<file path="src/rtc_defs.svh">
`ifndef RTC_DEFS_SVH
`define RTC_DEFS_SVH

// Register word offsets.
`define RTC_CDR_OFF    4'd0
`define RTC_MR_OFF     4'd1
`define RTC_CLR_OFF    4'd2
`define RTC_CR_OFF     4'd3
`define RTC_STAT_OFF   4'd4
`define RTC_RSTAT_OFF  4'd5
`define RTC_EOI_OFF    4'd6
`define RTC_VID_OFF    4'd7
`define RTC_DIV_OFF    4'd8

// Read-only version ID.
`define RTC_VERSION_ID 32'h3230312a

// Field widths.
`define RTC_WORD_W     32
`define RTC_OFF_W      4
`define RTC_CTRL_W     4
`define RTC_DIV_W      20

// Divider value out of reset.
`define RTC_DIV_RESET  1

`endif

</file>
<file path="src/rtc_pkg.sv">
`default_nettype none

`include "rtc_defs.svh"

package rtc_pkg;

  // Bus data and count value.
  typedef logic [`RTC_WORD_W-1:0] rtc_word_t;

  // Prescaler divider value.
  typedef logic [`RTC_DIV_W-1:0] rtc_div_t;

  // Register word offset.
  typedef logic [`RTC_OFF_W-1:0] rtc_offset_t;

  // Control register in the bit order of CR[3:0].
  typedef struct packed {
    logic wrap_en;
    logic cnt_en;
    logic intr_mask;
    logic intr_en;
  } rtc_ctrl_t;

  // APB request with plain strobes only.
  typedef struct packed {
    logic        psel;
    logic        penable;
    logic        pwrite;
    rtc_offset_t paddr;
    rtc_word_t   pwdata;
  } apb_req_t;

endpackage

`default_nettype wire

</file>
<file path="src/rtc_apb_regs.sv">
`default_nettype none

`include "rtc_defs.svh"

module rtc_apb_regs
  import rtc_pkg::*;
(
  input  logic      i_rtc_ext_clk,
  input  logic      presetn,
  input  apb_req_t  i_apb,
  input  rtc_word_t i_count,
  input  logic      i_int_flag,
  output rtc_word_t o_prdata,
  output rtc_ctrl_t o_ctrl,
  output rtc_div_t  o_div,
  output rtc_word_t o_match_val,
  output rtc_word_t o_load_val,
  output logic      o_load,
  output logic      o_eoi
);

  logic      access;
  logic      wr_en;
  logic      rd_en;
  logic      wen_mr;
  logic      wen_clr;
  logic      wen_cr;
  logic      wen_div;
  logic      stat;
  rtc_ctrl_t cr_q;
  rtc_word_t mr_q;
  rtc_word_t clr_q;
  rtc_div_t  div_q;
  logic      load_q;

  // Access cycle of a transfer.
  assign access = i_apb.psel && i_apb.penable;
  assign wr_en  = access && i_apb.pwrite;
  assign rd_en  = access && !i_apb.pwrite;

  assign wen_mr  = wr_en && (i_apb.paddr == `RTC_MR_OFF);
  assign wen_clr = wr_en && (i_apb.paddr == `RTC_CLR_OFF);
  assign wen_cr  = wr_en && (i_apb.paddr == `RTC_CR_OFF);
  assign wen_div = wr_en && (i_apb.paddr == `RTC_DIV_OFF);

  // Reading EOI clears the flag.
  assign o_eoi = rd_en && (i_apb.paddr == `RTC_EOI_OFF);

  // Masked status.
  assign stat = i_int_flag && !cr_q.intr_mask;

  always_ff @(posedge i_rtc_ext_clk or negedge presetn)
  begin
    if (!presetn)
    begin
      cr_q <= '0;
    end
    else if (wen_cr)
    begin
      cr_q <= rtc_ctrl_t'(i_apb.pwdata[`RTC_CTRL_W-1:0]);
    end
  end

  always_ff @(posedge i_rtc_ext_clk or negedge presetn)
  begin
    if (!presetn)
    begin
      mr_q <= '0;
    end
    else if (wen_mr)
    begin
      mr_q <= i_apb.pwdata;
    end
  end

  always_ff @(posedge i_rtc_ext_clk or negedge presetn)
  begin
    if (!presetn)
    begin
      div_q <= rtc_div_t'(`RTC_DIV_RESET);
    end
    else if (wen_div)
    begin
      div_q <= i_apb.pwdata[`RTC_DIV_W-1:0];
    end
  end

  // CLR is captured first, then loaded into the counter one cycle later.
  always_ff @(posedge i_rtc_ext_clk or negedge presetn)
  begin
    if (!presetn)
    begin
      clr_q  <= '0;
      load_q <= 1'b0;
    end
    else
    begin
      load_q <= wen_clr;
      if (wen_clr)
      begin
        clr_q <= i_apb.pwdata;
      end
    end
  end

  // Read data is zero outside read access cycles.
  always_comb
  begin
    o_prdata = '0;
    if (rd_en)
    begin
      case (i_apb.paddr)
        `RTC_CDR_OFF:   o_prdata = i_count;
        `RTC_MR_OFF:    o_prdata = mr_q;
        `RTC_CLR_OFF:   o_prdata = clr_q;
        `RTC_CR_OFF:    o_prdata = {{(`RTC_WORD_W-`RTC_CTRL_W){1'b0}}, cr_q};
        `RTC_STAT_OFF:  o_prdata = {{(`RTC_WORD_W-1){1'b0}}, stat};
        `RTC_RSTAT_OFF: o_prdata = {{(`RTC_WORD_W-1){1'b0}}, i_int_flag};
        `RTC_VID_OFF:   o_prdata = `RTC_VERSION_ID;
        `RTC_DIV_OFF:   o_prdata = {{(`RTC_WORD_W-`RTC_DIV_W){1'b0}}, div_q};
        default:        o_prdata = '0;
      endcase
    end
  end

  assign o_ctrl      = cr_q;
  assign o_div       = div_q;
  assign o_match_val = mr_q;
  assign o_load_val  = clr_q;
  assign o_load      = load_q;

endmodule

`default_nettype wire

</file>
<file path="src/rtc_prescaler.sv">
`default_nettype none

module rtc_prescaler
  import rtc_pkg::*;
(
  input  logic     i_rtc_ext_clk,
  input  logic     presetn,
  input  logic     i_cnt_en,
  input  rtc_div_t i_div,
  output logic     o_tick
);

  rtc_div_t div_cnt;
  logic     terminal;

  // Last cycle of a period; also recovers if div drops below the count.
  assign terminal = (div_cnt >= i_div);

  // One tick every div+1 enabled cycles.
  assign o_tick = i_cnt_en && terminal;

  always_ff @(posedge i_rtc_ext_clk or negedge presetn)
  begin
    if (!presetn)
    begin
      div_cnt <= '0;
    end
    else if (i_cnt_en)
    begin
      if (terminal)
      begin
        div_cnt <= '0;
      end
      else
      begin
        div_cnt <= div_cnt + rtc_div_t'(1);
      end
    end
  end

endmodule

`default_nettype wire

</file>
<file path="src/rtc_counter.sv">
`default_nettype none

module rtc_counter
  import rtc_pkg::*;
(
  input  logic      i_rtc_ext_clk,
  input  logic      presetn,
  input  rtc_ctrl_t i_ctrl,
  input  logic      i_tick,
  input  logic      i_load,
  input  rtc_word_t i_load_val,
  input  rtc_word_t i_match_val,
  output rtc_word_t o_count,
  output logic      o_match
);

  rtc_word_t count_q;
  logic      hit;

  // Count equals the match register.
  assign hit = (count_q == i_match_val);

  // Match only counts on a tick.
  assign o_match = i_tick && hit;

  always_ff @(posedge i_rtc_ext_clk or negedge presetn)
  begin
    if (!presetn)
    begin
      count_q <= '0;
    end
    else if (i_load)
    begin
      // Load wins over a tick in the same cycle.
      count_q <= i_load_val;
    end
    else if (i_tick)
    begin
      if (i_ctrl.wrap_en && hit)
      begin
        count_q <= '0;
      end
      else
      begin
        count_q <= count_q + rtc_word_t'(1);
      end
    end
  end

  assign o_count = count_q;

endmodule

`default_nettype wire

</file>
<file path="src/rtc_irq_ctrl.sv">
`default_nettype none

module rtc_irq_ctrl
  import rtc_pkg::*;
(
  input  logic      i_rtc_ext_clk,
  input  logic      presetn,
  input  rtc_ctrl_t i_ctrl,
  input  logic      i_match,
  input  logic      i_eoi,
  output logic      o_int_flag,
  output logic      o_irq
);

  logic flag_q;
  logic set_flag;

  assign set_flag = i_match && i_ctrl.intr_en;

  // Sticky flag; a new match beats an EOI in the same cycle.
  always_ff @(posedge i_rtc_ext_clk or negedge presetn)
  begin
    if (!presetn)
    begin
      flag_q <= 1'b0;
    end
    else if (set_flag)
    begin
      flag_q <= 1'b1;
    end
    else if (i_eoi)
    begin
      flag_q <= 1'b0;
    end
  end

  assign o_int_flag = flag_q;

  // The mask hides only the line and leaves the raw flag as it is.
  assign o_irq = flag_q && !i_ctrl.intr_mask;

endmodule

`default_nettype wire

</file>
<file path="src/rtc_top.sv">
`default_nettype none

module rtc_top
  import rtc_pkg::*;
(
  input  logic      i_rtc_ext_clk,
  input  logic      presetn,
  input  apb_req_t  i_apb,
  output rtc_word_t o_prdata,
  output logic      o_irq
);

  rtc_ctrl_t ctrl;
  rtc_div_t  div;
  rtc_word_t match_val;
  rtc_word_t load_val;
  rtc_word_t count;
  logic      load;
  logic      eoi;
  logic      tick;
  logic      match;
  logic      int_flag;

  rtc_apb_regs u_apb_regs (
    .i_rtc_ext_clk (i_rtc_ext_clk),
    .presetn       (presetn),
    .i_apb         (i_apb),
    .i_count       (count),
    .i_int_flag    (int_flag),
    .o_prdata      (o_prdata),
    .o_ctrl        (ctrl),
    .o_div         (div),
    .o_match_val   (match_val),
    .o_load_val    (load_val),
    .o_load        (load),
    .o_eoi         (eoi)
  );

  rtc_prescaler u_prescaler (
    .i_rtc_ext_clk (i_rtc_ext_clk),
    .presetn       (presetn),
    .i_cnt_en      (ctrl.cnt_en),
    .i_div         (div),
    .o_tick        (tick)
  );

  rtc_counter u_counter (
    .i_rtc_ext_clk (i_rtc_ext_clk),
    .presetn       (presetn),
    .i_ctrl        (ctrl),
    .i_tick        (tick),
    .i_load        (load),
    .i_load_val    (load_val),
    .i_match_val   (match_val),
    .o_count       (count),
    .o_match       (match)
  );

  rtc_irq_ctrl u_irq_ctrl (
    .i_rtc_ext_clk (i_rtc_ext_clk),
    .presetn       (presetn),
    .i_ctrl        (ctrl),
    .i_match       (match),
    .i_eoi         (eoi),
    .o_int_flag    (int_flag),
    .o_irq         (o_irq)
  );

endmodule

`default_nettype wire

</file>
<file path="config.mk">
export PLATFORM = sky130hd
export DESIGN_NAME = rtc_top
export DESIGN_NICKNAME = d
export VERILOG_FILES = /design/src/rtc_pkg.sv /design/src/rtc_apb_regs.sv /design/src/rtc_prescaler.sv /design/src/rtc_counter.sv /design/src/rtc_irq_ctrl.sv /design/src/rtc_top.sv
export VERILOG_INCLUDE_DIRS = /design/src /design/src/src
export SDC_FILE = /design/constraint.sdc
export NUM_CORES = 1
export LEC_CHECK = 0
export BUFFER_PORTS_ARGS = -buffer_cell sky130_fd_sc_hd__buf_2
export CAP_MARGIN = 20
export CORE_ASPECT_RATIO = 0.7
export CORE_UTILIZATION = 60
export DETAILED_ROUTE_END_ITERATION = 10
export GPL_TIMING_DRIVEN = 1
export PLACE_DENSITY_LB_ADDON = 0.05
export SKIP_LAST_GASP = 1
export SLEW_MARGIN = 25
export SYNTH_ARGS = -nofsm -noshare
export SYNTH_HDL_FRONTEND = slang
export SYNTH_SLANG_ARGS = --single-unit
</file>
<file path="constraint.sdc">
create_clock -name i_rtc_ext_clk -period 3.13 [get_ports i_rtc_ext_clk]
set_clock_uncertainty 0.2 [all_clocks]
set_input_delay 0 -clock i_rtc_ext_clk [delete_from_list [all_inputs] [get_ports i_rtc_ext_clk]]
set_output_delay 0 -clock i_rtc_ext_clk [all_outputs]
set_load 0.02 [all_outputs]
</file>
==> flow_metrics.py <==
metrics = {
    "logic_synthesis": {
        "syn_nets": 922,
        "synthSimpleGateAreaFrac": 0.170,
        "synth_mux_area_frac": 0.108,
        "synth_top_family_by_area": "simple AND/OR/NAND/NOR gates",
        "synth_cell_types": 68,
        "synth_edf_count": 0,
        "synthCells": 859,
        "syn_avg_cell_area_um2": 9.73,
        "synth_compound_area_frac": 0.164,
        "async_flop_share": 1.00,
        "synthAdderAreaFrac": 0.0329,
        "synth_seq_cells": 142,
        "synth_top_flop_cell": "dfrtp_1",
        "synthXorXnorAreaFrac": 0.0490,
        "seq_area_frac_synth": 0.425,
        "synth_area_um2": 8360,
        "yosysWarnings": 0,
    },
    "power": {
        "finalPower_mw": 5.42,
        "combinationalPowerShare": 0.159,
        "clock_power_share": 0.412,
        "switching_share": 0.285,
        "ir_worst_vdd_mv": 0.350,
        "power.leakage_nw": 4.54,
        "switching_power_mw": 1.54,
        "seqPwrFrac": 0.428,
        "p_int_mw": 3.88,
        "power_density_nw_per_um2": 544,
    },
    "finish": {
        "layout_commonest_cell": "dfrtp_1",
        "drive_gt1_frac": 0.236,
        "nFillCells": 947,
        "insertedDiodeCount": 0,
        "area_growth_pct": 19.2,
        "nNetsFinal": 1026,
        "final_cell_mix": "dfrtp_1 (141), nand2_1 (93), mux2_2 (73), buf_2 (72), a21oi_1 (56)",
    },
    "setup_path": {
        "end_kind": "flip-flop",
        "worstPathMaxFanout": 7,
        "slowest_delay_ns": 0.66,
        "cp_cell_sequence": "xnor2_1 > nand4_1 > nor4_4 > nand3_2 > a221oi_1 > buf_4 > o21ai_1",
        "cpMaxStageDelayCell": "a221oi_1",
        "required_ns": 3.24,
        "rr_worst_depth": 7,
        "cp_data_arrival_time_ns": 3.04,
        "worstSetupPathType": "flip-flop to flip-flop",
        "startpoint_type": "flip-flop",
    },
    "timing": {
        "max_freq_mhz": 341,
        "drv_slew": 0,
        "fin_crit_sh": 0.938,
        "fin_crit_ns": 2.93,
        "setup_violations": 0,
        "timing.final.hold_violations": 0,
        "slew_headroom": 0.468,
        "rsz0062_at_grt": "no",
        "max_slew.worst_pin.slew_ns": 0.797,
        "final.setup.tns_ns": 0,
    },
    "drt": {
        "drtAntennaViolNets": 0,
        "wl_per_cell_um": 21.6,
        "dr_total_vias": 7528,
        "avgViaCountPerCell": 6.48,
        "first_pass_iters": 5,
        "wl_um": 25100,
        "drtIter0Drc": 1038,
        "route.detailed.drc": 0,
    },
    "grt": {
        "grt-ovfl-total": 0,
        "grt_pass1_vias": 7401,
        "antenna_found_initial": 0,
        "grt_max_degree": 81,
        "grt_usage": 0.367,
        "grt_pass1_wl_um": 39800,
    },
    "floorplan": {
        "die_area_um2": 14400,
        "ioPinCount": 74,
        "num_rows": 35,
        "die_x_um": 143,
        "core_um2": 13400,
        "initial_core_util": 0.626,
        "die_y_um": 101,
    },
    "placement": {
        "gp_congestion": 0.926,
        "portBuffers": 73,
        "dp_hpwl_um": 17200,
    },
    "outcome": {
        "outcome": "finished clean",
    },
    "clocking": {
        "htreeDepth": 4,
        "clk_pin_slew_ns": 0.06,
        "cts.sinks": 142,
        "clock-root-buffer": "clkbuf_16",
        "tritoncts": "yes",
        "cts_made_buffers": 17,
        "worstSkewPairLatency_ns": 0.43,
        "cts_max_path_buffers": 2,
    },
    "worst_hold_path": {
        "min_path_type": "input port to async pin",
    },
    "run": {
        "cap_violations": 0,
    },
}
==> logic make-up after synthesis <==
| group | after synthesis |
|---|---|
| simple gates | 276 |
| compound gates | 205 |
| flops | 142 |
| buf+inv | 88 |
| mux | 81 |
| xor+xnor | 45 |
| fa+ha+maj | 22 |
==> synthesized netlist by cell type, types with 2 or more instances <==
cell type	number	share of area
o41ai_1	5	0.0052
a22oi_1	33	0.030
buf_1	4	0.0018
a31o_1	4	0.0042
buf_6	10	0.013
o211ai_1	2	0.0018
nor2b_1	11	0.0082
buf_2	16	0.0096
inv_1	27	0.012
xnor2_1	34	0.036
nand3_1	32	0.019
a222oi_1	5	0.0060
nor4_4	4	0.010
mux2_2	73	0.098
ha_1	22	0.033
o21ai_0	32	0.019
or3_1	4	0.0030
a21o_1	2	0.0018
nand4_1	17	0.013
xnor2_2	2	0.0039
a21oi_1	56	0.034
and2_0	3	0.0022
nand2b_1	5	0.0037
and3_1	14	0.010
xor2_1	9	0.0094
o21a_1	3	0.0027
mux2i_1	8	0.0096
nor2_1	51	0.023
and2_1	7	0.0052
nor3_1	16	0.0096
a22o_1	7	0.0073
a221oi_1	2	0.0021
a31oi_1	20	0.015
a211o_1	3	0.0031
o21ai_1	7	0.0042
clkbuf_1	30	0.013
dfrtp_1	141	0.42
nand2_1	93	0.042
a221o_1	12	0.014
nor4_1	5	0.0037
==> power by group through the flow <==
stage | Combinational [mW] | Clock (mW) | Sequential, mW
6_report | 0.863 | 2.24 | 2.32
5_1_grt | 0.942 | 2.31 | 2.35
4_1_cts | 0.851 | 2.25 | 2.32
3_5_place_dp | 0.805 | 0 | 2.34
3_3_place_gp | 0.767 | 0 | 2.33
2_1_floorplan | 0.567 | 0 | 2.25
==> per-stage QoR <==
step | hold WS (ns) | instances | util | instance area, um^2 | setup WS, ns
floorplan | -0.496 | 859 | - | 8360 | 0.521
global placement | -0.104 | 1091 | 0.669 | 8930 | 0.261
detailed placement | -0.0928 | 1091 | 0.669 | 8930 | 0.326
CTS | 0.0372 | 1161 | 0.746 | 9960 | 0.284
global route | 0.0910 | 1161 | 0.746 | 9960 | 0.106
finish | 0.00111 | 1161 | 0.746 | 9960 | 0.196
==> timing repair <==
item                                   CTS  global route
gates resized for setup                  0             0
hold buffers                            38             0
endpoints found under the hold margin  208             0
setup buffers                            0             0
==> critical path: cells and delay by family (launching register included) <==
family,cells,cell delay [ns]
AND/OR/NAND/NOR,3,0.85
AO/OA/AOI/OAI,2,0.72
flip-flops,1,0.47
XOR/XNOR,1,0.37
buffers and inverters,1,0.22
==> state kept, by name (all words and copies together) (netlist names) <==
signal,flops
u_counter.o_count,32
u_apb_regs.o_match_val,32
u_irq_ctrl.o_int_flag,1
u_prescaler.div_cnt,20
u_apb_regs.o_load,1
u_apb_regs.o_load_val,32
u_apb_regs.o_ctrl,4
u_apb_regs.o_div,20
==> layout make-up <==
| cell class | instances | area, um^2 | area share |
|---|---|---|---|
| Multi-Input combinational cell | 629 | 4390 | 0.441 |
| Sequential cell | 142 | 3550 | 0.357 |
| Timing Repair Buffer | 145 | 1030 | 0.104 |
| Clock buffer | 21 | 470 | 0.0472 |
| Tap cell | 185 | 231 | 0.0232 |
| Clock inverter | 11 | 178 | 0.0178 |
| Inverter | 28 | 105 | 0.0106 |
==> routing by layer <==
| metal | routed length (um) | track usage | share of wire | vias up |
|---|---|---|---|---|
| li1 | - | - | - | 3337 |
| met1 | 11000 | 0.524 | 0.44 | 3695 |
| met2 | 11200 | 0.557 | 0.45 | 439 |
| met3 | 2420 | 0.0741 | 0.096 | 57 |
| met4 | 526 | 0.128 | 0.021 | 0 |
| met5 | 0 | 0 | 0 | - |
==> worst paths after layout <==
path	from	end	slack [ns]
max	u_counter.o_count[4]	u_counter.o_count[21]	0.20
min	presetn	u_apb_regs.o_div[7]	0.001
max reg2reg	u_counter.o_count[4]	u_counter.o_count[21]	0.20
min reg2reg	u_irq_ctrl.o_int_flag	u_irq_ctrl.o_int_flag	0.33
max in group asynchronous	presetn	u_apb_regs.o_match_val[16]	1.73
min in group i_rtc_ext_clk	i_apb[32]	u_apb_regs.o_ctrl[0]	0.10
Power figures use the tool's default switching activity.
